File: config.mk
export PLATFORM = sky130hd
export DESIGN_NAME = sqrt_pipe_top
export DESIGN_NICKNAME = d
export VERILOG_FILES = /design/src/design/sqrt_config_pkg.sv /design/src/design/sqrt_types_pkg.sv /design/src/design/sqrt_collect.sv /design/src/design/sqrt_launch.sv /design/src/design/sqrt_pipe_top.sv /design/src/design/sqrt_stage.sv
export SDC_FILE = /design/constraint.sdc
export NUM_CORES = 1
export LEC_CHECK = 0
export BUFFER_PORTS_ARGS = -buffer_cell sky130_fd_sc_hd__buf_4
export CELL_PAD_IN_SITES_DETAIL_PLACEMENT = 1
export CELL_PAD_IN_SITES_GLOBAL_PLACEMENT = 1
export CORE_MARGIN = 2
export CORE_UTILIZATION = 44
export CTS_BUF_LIST = sky130_fd_sc_hd__clkbuf_8
export DETAILED_ROUTE_END_ITERATION = 7
export GPL_ROUTABILITY_DRIVEN = 0
export PLACE_DENSITY = 0.84
export REMOVE_ABC_BUFFERS = 1
export SLEW_MARGIN = 20
export SYNTH_ARGS = -nofsm -noshare
export SYNTH_HDL_FRONTEND = slang
export SYNTH_SLANG_ARGS = --single-unit
File: constraint.sdc
create_clock -name CLK -period 6.55 [get_ports CLK]
set_input_delay 1.6375 -clock CLK [delete_from_list [all_inputs] [get_ports CLK]]
set_output_delay 1.6375 -clock CLK [all_outputs]
set_load 0.01 [all_outputs]
File: src/design/sqrt_config_pkg.sv
`default_nettype none

package sqrt_config_pkg;

	// unsigned integer input
	localparam int RADICAND_W = 24;

	// fraction bits carried by the root
	localparam int FRAC_BITS = 4;

	// radicand padded with two zero bits per fraction bit
	localparam int OPERAND_W = RADICAND_W + 2 * FRAC_BITS;

	// one root bit per pair of operand bits
	localparam int ROOT_W = OPERAND_W / 2;

	// remainder never exceeds twice the root, plus guard bit
	localparam int REM_W = ROOT_W + 2;

	// recurrence steps folded into one register stage
	localparam int ITER_PER_STAGE = 2;
	localparam int STAGE_COUNT = ROOT_W / ITER_PER_STAGE;

	// edges after the launch edge, one per stage plus the collect register
	localparam int LATENCY = STAGE_COUNT + 1;

endpackage

`default_nettype wire

File: src/design/sqrt_types_pkg.sv
`default_nettype none

package sqrt_types_pkg;

	// raw input integer
	typedef logic [sqrt_config_pkg::RADICAND_W-1:0] radicand_t;

	// unconsumed radicand bits, next pair sits in the top two bits
	typedef logic [sqrt_config_pkg::OPERAND_W-1:0] operand_t;

	// partial remainder of the restoring recurrence
	typedef logic [sqrt_config_pkg::REM_W-1:0] rem_t;

	// partial root while in flight, 12.4 fixed point once done
	typedef logic [sqrt_config_pkg::ROOT_W-1:0] root_t;

endpackage

`default_nettype wire

File: src/design/sqrt_collect.sv
`default_nettype none

module sqrt_collect (
	input  wire                   CLK,
	input  wire                   RESET,
	input  wire                   valid,
	input  sqrt_types_pkg::rem_t  rem,
	input  sqrt_types_pkg::root_t root,
	output sqrt_types_pkg::root_t result,
	output logic                  exact,
	output logic                  done
);

	import sqrt_types_pkg::*;

	// done pulses one cycle behind the last stage
	always_ff @(posedge CLK) begin
		if (RESET) begin
			done <= 1'b0;
		end else begin
			done <= valid;
		end
	end

	// result and exact hold until the next operation lands
	always_ff @(posedge CLK) begin
		if (RESET) begin
			result <= '0;
			exact <= 1'b0;
		end else if (valid) begin
			result <= root;
			// nothing left over means root*root hit the operand exactly
			exact <= (rem == '0);
		end
	end

	// launch spacing must survive the whole pipeline
	a_done_single: assert property (
		@(posedge CLK) disable iff (RESET)
		done |=> !done
	) else $error("sqrt_collect: done high on consecutive cycles");

endmodule

`default_nettype wire

File: src/design/sqrt_launch.sv
`default_nettype none

module sqrt_launch (
	input  wire                       CLK,
	input  wire                       RESET,
	input  wire                       start,
	input  sqrt_types_pkg::radicand_t radicand,
	output logic                      valid,
	output sqrt_types_pkg::operand_t  operand,
	output sqrt_types_pkg::rem_t      rem,
	output sqrt_types_pkg::root_t     root
);

	import sqrt_config_pkg::*;
	import sqrt_types_pkg::*;

	// start as sampled on the previous edge
	logic prev_start;
	logic start_rise;

	// low at the last edge, high at this one
	assign start_rise = start & ~prev_start;

	always_ff @(posedge CLK) begin
		if (RESET) begin
			prev_start <= 1'b0;
			valid <= 1'b0;
		end else begin
			prev_start <= start;
			valid <= start_rise;
		end
	end

	// payload loads only on a launch
	always_ff @(posedge CLK) begin
		if (start_rise) begin
			// append the fraction pairs below the integer bits
			operand <= operand_t'({radicand, {(2 * FRAC_BITS){1'b0}}});
			// recurrence starts from an empty remainder and root
			rem <= '0;
			root <= '0;
		end
	end

	// a held start cannot relaunch, so launches are at least two cycles apart
	a_launch_single: assert property (
		@(posedge CLK) disable iff (RESET)
		valid |=> !valid
	) else $error("sqrt_launch: valid high on consecutive cycles");

endmodule

`default_nettype wire

File: src/design/sqrt_pipe_top.sv
`default_nettype none

module sqrt_pipe_top (
	input  wire                       CLK,
	input  wire                       RESET,
	input  wire                       start,
	input  sqrt_types_pkg::radicand_t radicand,
	output sqrt_types_pkg::root_t     result,
	output logic                      exact,
	output logic                      done
);

	import sqrt_config_pkg::*;
	import sqrt_types_pkg::*;

	// slot s feeds stage s, slot STAGE_COUNT feeds collect
	logic     valid_chain   [0:STAGE_COUNT];
	rem_t     rem_chain     [0:STAGE_COUNT];
	root_t    root_chain    [0:STAGE_COUNT];
	// operand is used up by the last stage
	operand_t operand_chain [0:STAGE_COUNT-1];

	sqrt_launch launch_i (
		.CLK      (CLK),
		.RESET    (RESET),
		.start    (start),
		.radicand (radicand),
		.valid    (valid_chain[0]),
		.operand  (operand_chain[0]),
		.rem      (rem_chain[0]),
		.root     (root_chain[0])
	);

	for (genvar s = 0; s < STAGE_COUNT; s++) begin : g_stage
		if (s < STAGE_COUNT - 1) begin : g_mid
			sqrt_stage stage_i (
				.CLK         (CLK),
				.RESET       (RESET),
				.valid_in    (valid_chain[s]),
				.operand_in  (operand_chain[s]),
				.rem_in      (rem_chain[s]),
				.root_in     (root_chain[s]),
				.valid_out   (valid_chain[s+1]),
				.operand_out (operand_chain[s+1]),
				.rem_out     (rem_chain[s+1]),
				.root_out    (root_chain[s+1])
			);
		end else begin : g_last
			sqrt_stage stage_i (
				.CLK         (CLK),
				.RESET       (RESET),
				.valid_in    (valid_chain[s]),
				.operand_in  (operand_chain[s]),
				.rem_in      (rem_chain[s]),
				.root_in     (root_chain[s]),
				.valid_out   (valid_chain[s+1]),
				.operand_out (),
				.rem_out     (rem_chain[s+1]),
				.root_out    (root_chain[s+1])
			);
		end
	end

	sqrt_collect collect_i (
		.CLK    (CLK),
		.RESET  (RESET),
		.valid  (valid_chain[STAGE_COUNT]),
		.rem    (rem_chain[STAGE_COUNT]),
		.root   (root_chain[STAGE_COUNT]),
		.result (result),
		.exact  (exact),
		.done   (done)
	);

endmodule

`default_nettype wire

File: src/design/sqrt_stage.sv
`default_nettype none

module sqrt_stage (
	input  wire                      CLK,
	input  wire                      RESET,
	input  wire                      valid_in,
	input  sqrt_types_pkg::operand_t operand_in,
	input  sqrt_types_pkg::rem_t     rem_in,
	input  sqrt_types_pkg::root_t    root_in,
	output logic                     valid_out,
	output sqrt_types_pkg::operand_t operand_out,
	output sqrt_types_pkg::rem_t     rem_out,
	output sqrt_types_pkg::root_t    root_out
);

	import sqrt_config_pkg::*;
	import sqrt_types_pkg::*;

	// remainder with the next operand pair shifted in
	typedef logic [REM_W+1:0] wide_t;

	operand_t op_v;
	rem_t     rem_v;
	root_t    root_v;
	wide_t    shifted;
	wide_t    trial;

	// ITER_PER_STAGE restoring steps chained combinationally
	always_comb begin
		op_v = operand_in;
		rem_v = rem_in;
		root_v = root_in;
		shifted = '0;
		trial = '0;
		for (int i = 0; i < ITER_PER_STAGE; i++) begin
			// bring down the next two radicand bits
			shifted = {rem_v, op_v[OPERAND_W-1 -: 2]};
			op_v = op_v << 2;
			// trial divisor 4*root + 1
			trial = wide_t'({root_v, 2'b01});
			if (shifted >= trial) begin
				// difference always fits, it is at most twice the new root
				rem_v = rem_t'(shifted - trial);
				root_v = {root_v[ROOT_W-2:0], 1'b1};
			end else begin
				// restore, keep shifted remainder
				rem_v = rem_t'(shifted);
				root_v = {root_v[ROOT_W-2:0], 1'b0};
			end
		end
	end

	always_ff @(posedge CLK) begin
		if (RESET) begin
			valid_out <= 1'b0;
		end else begin
			valid_out <= valid_in;
		end
	end

	// data follows every cycle, valid tells the next stage when it counts
	always_ff @(posedge CLK) begin
		operand_out <= op_v;
		rem_out <= rem_v;
		root_out <= root_v;
	end

	// remainder x - q*q stays within 2*q after every step
	a_rem_bound: assert property (
		@(posedge CLK) disable iff (RESET)
		valid_out |-> (rem_out <= rem_t'({root_out, 1'b0}))
	) else $error("sqrt_stage: remainder above twice the root");

endmodule

`default_nettype wire

# ---- Yosys cells after proc, flatten, opt, wreduce, memory -nomap -nowiden
# Cells that the tools add are included.
dict set report word_totals {
  latchBits 0
  out_inout_bits 18
  memories 0
  mem_bits_rw 0
  reg_bits 328
  input_bits 27
  elab_cells 104
  rom_bits 0
}
dict set report classes {
  eq_ne 0
  mux 32
  magnitude_cmp 16
  n_shift 0
  bitwise_logic 2
  n_addsub 16
  div 0
  reduce_logical 1
  n_mul 0
}
# operator count
set ops {}
lappend ops {{$mux W18} 16}
lappend ops {{$ge A20 B10 Y1} 1}
lappend ops {{$ge A20 B11 Y1} 1}
lappend ops {{$ge A20 B12 Y1} 1}
lappend ops {{$ge A20 B13 Y1} 1}
lappend ops {{$ge A20 B14 Y1} 1}
lappend ops {{$ge A20 B15 Y1} 1}
lappend ops {{$ge A20 B16 Y1} 1}
lappend ops {{$ge A20 B17 Y1} 1}
lappend ops {{$ge A20 B3 Y1} 1}
lappend ops {{$ge A20 B4 Y1} 1}
lappend ops {{$ge A20 B5 Y1} 1}
lappend ops {{$ge A20 B6 Y1} 1}
lappend ops {{$ge A20 B7 Y1} 1}
lappend ops {{$ge A20 B8 Y1} 1}
lappend ops {{$ge A20 B9 Y1} 1}
lappend ops {{$logic_not A18 Y1} 1}
lappend ops {{$sub A18 B10 Y18} 1}
lappend ops {{$sub A18 B11 Y18} 1}
lappend ops {{$sub A18 B12 Y18} 1}
lappend ops {{$sub A18 B13 Y18} 1}
lappend ops {{$sub A18 B14 Y18} 1}
lappend ops {{$sub A18 B15 Y18} 1}
lappend ops {{$sub A18 B16 Y18} 1}
lappend ops {{other kinds (13)} 28}

# ---- Depth between registers and ports, before layout
dict set report depth {
  depth_word 4
  depth_mapped 28
  depth_no_buf 25
}

# ---- Modules after synthesis
# From an unflattened synthesis, not the netlist that was laid out.
dict set report hier_totals {
  cells_unflattened 3471
  area_unflattened_um2 30357.9
}
# module n_inst cells_each area_per_inst_um2
set modules_own_cells {}
lappend modules_own_cells {sqrt_stage 8 417 3572.2}
lappend modules_own_cells {sqrt_launch 1 72 1104.8}
lappend modules_own_cells {sqrt_collect 1 63 675.6}

# ---- Least setup slack after synthesis
# No wires, ideal clock.
dict set report synth_path {
  kind {reg-to-reg}
  start {register g_stage[5].g_mid.stage_i.root_out[0]}
  end {register g_stage[6].g_mid.stage_i.rem_out[10]}
  required_ns 6.429
  period_less_slack_ns 5.725
  setup_slack_ns 0.825
  path_stages_with_launch 26
  setup_time_ns 0.121
  arrival_ns 5.604
  path_buffers 2
  path_cell_list {dfxtp_1 -> inv_1 -> ha_1 -> inv_1 -> fa_1 -> nor2b_1 -> o31a_1 -> o311a_1 -> o211ai_1 -> a21oi_1 -> nor3_2 -> clkbuf_1 -> nand2_1 -> nand2_1 -> ha_1 -> a21o_1 -> a21oi_1 -> o21ai_0 -> o41ai_1 -> o211ai_1 -> o21a_1 -> o21ai_0 -> o2111ai_1 -> nor3_2 -> buf_2 -> mux2_2}
}
dict set report synth_via {
  elab_chain_len 4
  word_cells_on_any_way 7
  cone_classes {2 x add/sub; 2 x order compare; 3 x mux}
}
# element line_no
set synth_lines {}
lappend synth_lines {{from (decl)} sqrt_stage.sv:13} ;# output sqrt_types_pkg::root_t root_out
lappend synth_lines {{from (signal assigned)} sqrt_stage.sv:65} ;# root_out <= root_v;
lappend synth_lines {{$sub A18 B14 Y18 or $ge A20 B14 Y1 (tied branches)} {sqrt_stage.sv:43, sqrt_stage.sv:41}}
lappend synth_lines {{$mux W18 or $mux W1 (tied branches)} sqrt_stage.sv:41} ;# if (shifted >= trial) begin
lappend synth_lines {{$sub A18 B15 Y18 or $ge A20 B15 Y1 (tied branches)} {sqrt_stage.sv:43, sqrt_stage.sv:41}}
lappend synth_lines {{$mux W18 (*)} sqrt_stage.sv:41}
lappend synth_lines {{via g_stage[6].g_mid.stage_i.rem_v[10]} sqrt_stage.sv:23} ;# rem_t rem_v;
lappend synth_lines {{to (signal assigned)} sqrt_stage.sv:64} ;# rem_out <= rem_v;
lappend synth_lines {{to (decl)} sqrt_stage.sv:12} ;# output sqrt_types_pkg::rem_t rem_out,
# The timed path passes the listed nets; every way through them passes the cells marked *.
# A chain may end at the register's enable or synchronous reset.

# ---- Worst setup path in the final report
dict set report layout_path {
  start {register g_stage[6].g_mid.stage_i.rem_out[0]}
  end {register g_stage[7].g_last.stage_i.rem_out[12]}
}
dict set report layout_via {
  elab_chain_len 4
  word_cells_on_any_way 7
  cone_classes {2 x add/sub; 2 x order compare; 3 x mux}
}
# element line_no
set layout_lines {}
lappend layout_lines {{$sub A18 B16 Y18 or $ge A20 B16 Y1 (tied branches)} {sqrt_stage.sv:43, sqrt_stage.sv:41}}
lappend layout_lines {{$mux W18 or $mux W1 (tied branches)} sqrt_stage.sv:41}
lappend layout_lines {{$sub A18 B17 Y18 or $ge A20 B17 Y1 (tied branches)} {sqrt_stage.sv:43, sqrt_stage.sv:41}}
lappend layout_lines {{$mux W18 (*)} sqrt_stage.sv:41}
lappend layout_lines {{via g_stage[7].g_last.stage_i.rem_v[12]} sqrt_stage.sv:23}
lappend layout_lines {{to (signal assigned)} sqrt_stage.sv:64}
lappend layout_lines {{to (decl)} sqrt_stage.sv:12}
# Marked as above.

==> impl_results.md <==
- Status: finished clean
- Number of remaining DRC errors: 0
- Synth Flop Type: dfxtp_1
- Final period utilization: 0.936
- Setup TNS: 0 ps
- Clk sinks: approximately 320
- Non-Filler Instances: between 2000 and 2500
- Antenna diodes: 0
- Vias in the first global route: around 15000
- DIE WIDTH: 200 um
- Simple-gate share of the synthesized area: 0.183
- Ys Warns: 0
- Final min period: slightly above 6000 ps
- Synth Instances: around 1900
- Synth Area in Compound Gates: 0.154
- Largest cells by area after synthesis: dfxtp_1, ha_1, xnor2_1
- Mapped Area: 0.0169 mm2
- Fillcell total: roughly 4400
- Post-synthesis sequential area ratio: 0.391
- Wirelength, routed: 45.5 mm
- Worst Path Required: 7090 ps
- P&R area growth vs syn: 12.7%
- Multi-input logic area: 0.00964 mm2
- WP data arrival: 6670 ps
- CP max stage cell: dfxtp_1
- Reg clk slew, reported paths: about 70 ps
- Synth top area share: 0.348
- Sequential power share: 0.360
- Cell taking the most area after synthesis: dfxtp_1
- CP max stage delay: about 420 ps
- CTS tree: done
- Leakage: about 8.6 nW
- Startpoint types: register
- Critical path class: reg2reg
- Share of layout cells above drive strength 1: 0.109
- DP Cell Count: ~2400
- Root buf cell: clkbuf_8
- DR vias: approximately 14000
- Worst setup EP type: register
- Main combinational cell family by area after synthesis: simple AND/OR/NAND/NOR gates
- First-pass GRT wire length: around 74 mm
- Async SR Flop Fraction: 0
- Clock buffer depth: 3
- Antenna-violating nets left: 0
- Logic pwr share: 0.364
- Overall global routing resource usage: 0.233
- I/O pin total: between 40 and 50
- Most common cell on crit path: o21ai_0
- Unrepaired setup endpoints after global routing: false
- Die area: between 0.04 and 0.05 mm2
- 1st-iter DRT viols: 659
- Internal Power: ~4.7 mW
- Final hold viol count: 0
- Post-synthesis register bit count: 318
- CTS Buf Count: 53
- Initial core utilization: 0.448
- CP Max Fanout: 21
- Vias per Instance: between 5 and 6
- Largest net degree at the start of global routing: 29
- WL per Instance: 18.2 um
- Row cnt: 71
- Final Max Tran Viols: 0
- Actual slew at the worst max-slew pin: about 1100 ps
- Worst path bufs/invs: 2
- Final #Nets: about 2100
- Crit-path leading delay family: compound AO/OA/AOI/OAI gates
- Syn_area_per_cell: roughly 9.0 um2
- Clock share of power: 0.276
- NetSw: ~2.7 mW
- Mux cell area share after synthesis: 0.0434
- Final Skew: roughly 30 ps
- DRT Pass-1 Iters: 6
- Number of H-tree levels: 2
- Grt ovf: 0
- Max-cap viol count: 0
- PwrDens: 388 mW/mm2
- Most common cell in the netlist: dfxtp_1
- Post-Synth Adder-Cell Area: 0.108
- Worst-skew pair later-pin latency: about 650 ps
- Die H: 200 um
- Slew headroom: 0.264
- Final Setup Violations: 0
- Number of synthesized flops with an enable pin: 24
- Net switching share of the total power: 0.365
- Register area: between 0.006 and 0.007 mm2
- Synth cell count leaders: dfxtp_1, nor2_1, nand2_1, ha_1, inv_1
- Dpl hpwl: roughly 34 mm
- Core Area: between 0.03 and 0.04 mm2
- Worst vdd ir: 0.222 mV
- FMAX: about 160 MHz
- Initial antenna violation count: 0
- Post-Synth XOR/XNOR Area: 0.0803
- Unique cell type count in the Yosys netlist: 90
- Worst hold path type: reg2reg
- Port bufs: 44
-- through the flow --
step	hold WS, ps	power, mW	util	instance area (um2)	worst slack, ps
floorplan	310	4.60	-	16700	536
global placement	310	5.16	0.471	17800	676
detailed placement	313	5.31	0.471	17800	295
CTS	323	7.42	0.504	19000	40.6
global route	331	7.87	0.505	19100	33.1
finish	319	7.40	0.505	19100	420
-- cells in the final DEF, fill, tap and decap left out, types with 14 or more instances in the layout --
| master | n |
|---|---|
| o31ai_1 | 21 |
| edfxtp_1 | 24 |
| a21oi_1 | 99 |
| ha_1 | 141 |
| xnor2_1 | 104 |
| clkbuf_8 | 62 |
| dfxtp_1 | 294 |
| o21ai_0 | 77 |
| nand4_1 | 14 |
| a21o_1 | 30 |
| nor4_1 | 18 |
| and3_1 | 17 |
| inv_1 | 136 |
| nor2b_1 | 32 |
| a211oi_1 | 17 |
| mux2_2 | 33 |
| nand2b_1 | 22 |
| or3_1 | 20 |
| nand3_1 | 43 |
| nor2_1 | 184 |
| nor3_1 | 53 |
| nand2_1 | 149 |
| mux2i_1 | 35 |
| buf_4 | 53 |
| o21a_1 | 29 |
| xor2_1 | 51 |
-- sequential cells by signal (all words and copies together), names as in the netlist, 7 cells and up --
name and flops:
g_stage.g_mid.stage_i.operand_out 60, g_stage.g_last.stage_i.root_out 16, g_stage.g_mid.stage_i.valid_out 7, g_stage.g_mid.stage_i.rem_out 117
collect_i.result 16, g_stage.g_mid.stage_i.root_out 56, launch_i.operand 24, g_stage.g_last.stage_i.rem_out 17
-- worst paths after layout --
path | start | slack [ps] | depth (start not counted) | to
setup / recovery | g_stage[6].g_mid.stage_i.rem_out[0] | 420 | 25 | g_stage[7].g_last.stage_i.rem_out[12]
hold / removal | launch_i.operand[8] | 320 | 0 | g_stage[0].g_mid.stage_i.operand_out[12]
setup reg to reg | g_stage[6].g_mid.stage_i.rem_out[0] | 420 | 25 | g_stage[7].g_last.stage_i.rem_out[12]
hold reg to reg | launch_i.operand[8] | 320 | 0 | g_stage[0].g_mid.stage_i.operand_out[12]
-- timing repair --
| action | CTS | global route |
|---|---|---|
| resized for setup | 0 | 8 |
| setup endpoints to repair | 0 | 24 |
| buffers inserted | 0 | 1 |
| hold buffers | 0 | 0 |
| endpoints found under the hold margin | 0 | 0 |
-- power groups by stage --
stage          sequential [mW]  combinational, mW  clock (mW)
4_1_cts                   2.67               2.66        2.10
3_5_place_dp              2.70               2.60           0
3_3_place_gp              2.69               2.47           0
2_1_floorplan             2.56               2.04           0
5_1_grt                   2.71               2.98        2.18
6_report                  2.67               2.69        2.04
-- cells by family after synthesis --
| family | after synthesis |
|---|---|
| AND/OR/NAND/NOR | 622 |
| AO/OA/AOI/OAI | 394 |
| flip-flops | 318 |
| buffers and inverters | 172 |
| XOR/XNOR | 155 |
| adder cells (fa/ha/maj) | 144 |
| multiplexers | 69 |
| other | 1 |
-- routing by layer --
metal / vias up / track usage / part of all wire
met5: - / 0 / 0
met4: 0 / 0.0941 / 0.035
met3: 113 / 0.0297 / 0.029
met2: 258 / 0.436 / 0.51
met1: 6668 / 0.267 / 0.42
li1: 6750 / - / -
-- layout make-up --
cell class	instances	share of cell area
Clock buffer	62	0.0448
Sequential cell	318	0.347
Inverter	133	0.0267
Timing Repair Buffer	54	0.0215
Multi-Input combinational cell	1386	0.506
Clock inverter	35	0.0211
Tap cell	511	0.0335
Note: power is estimated with default switching activity, not from simulation.
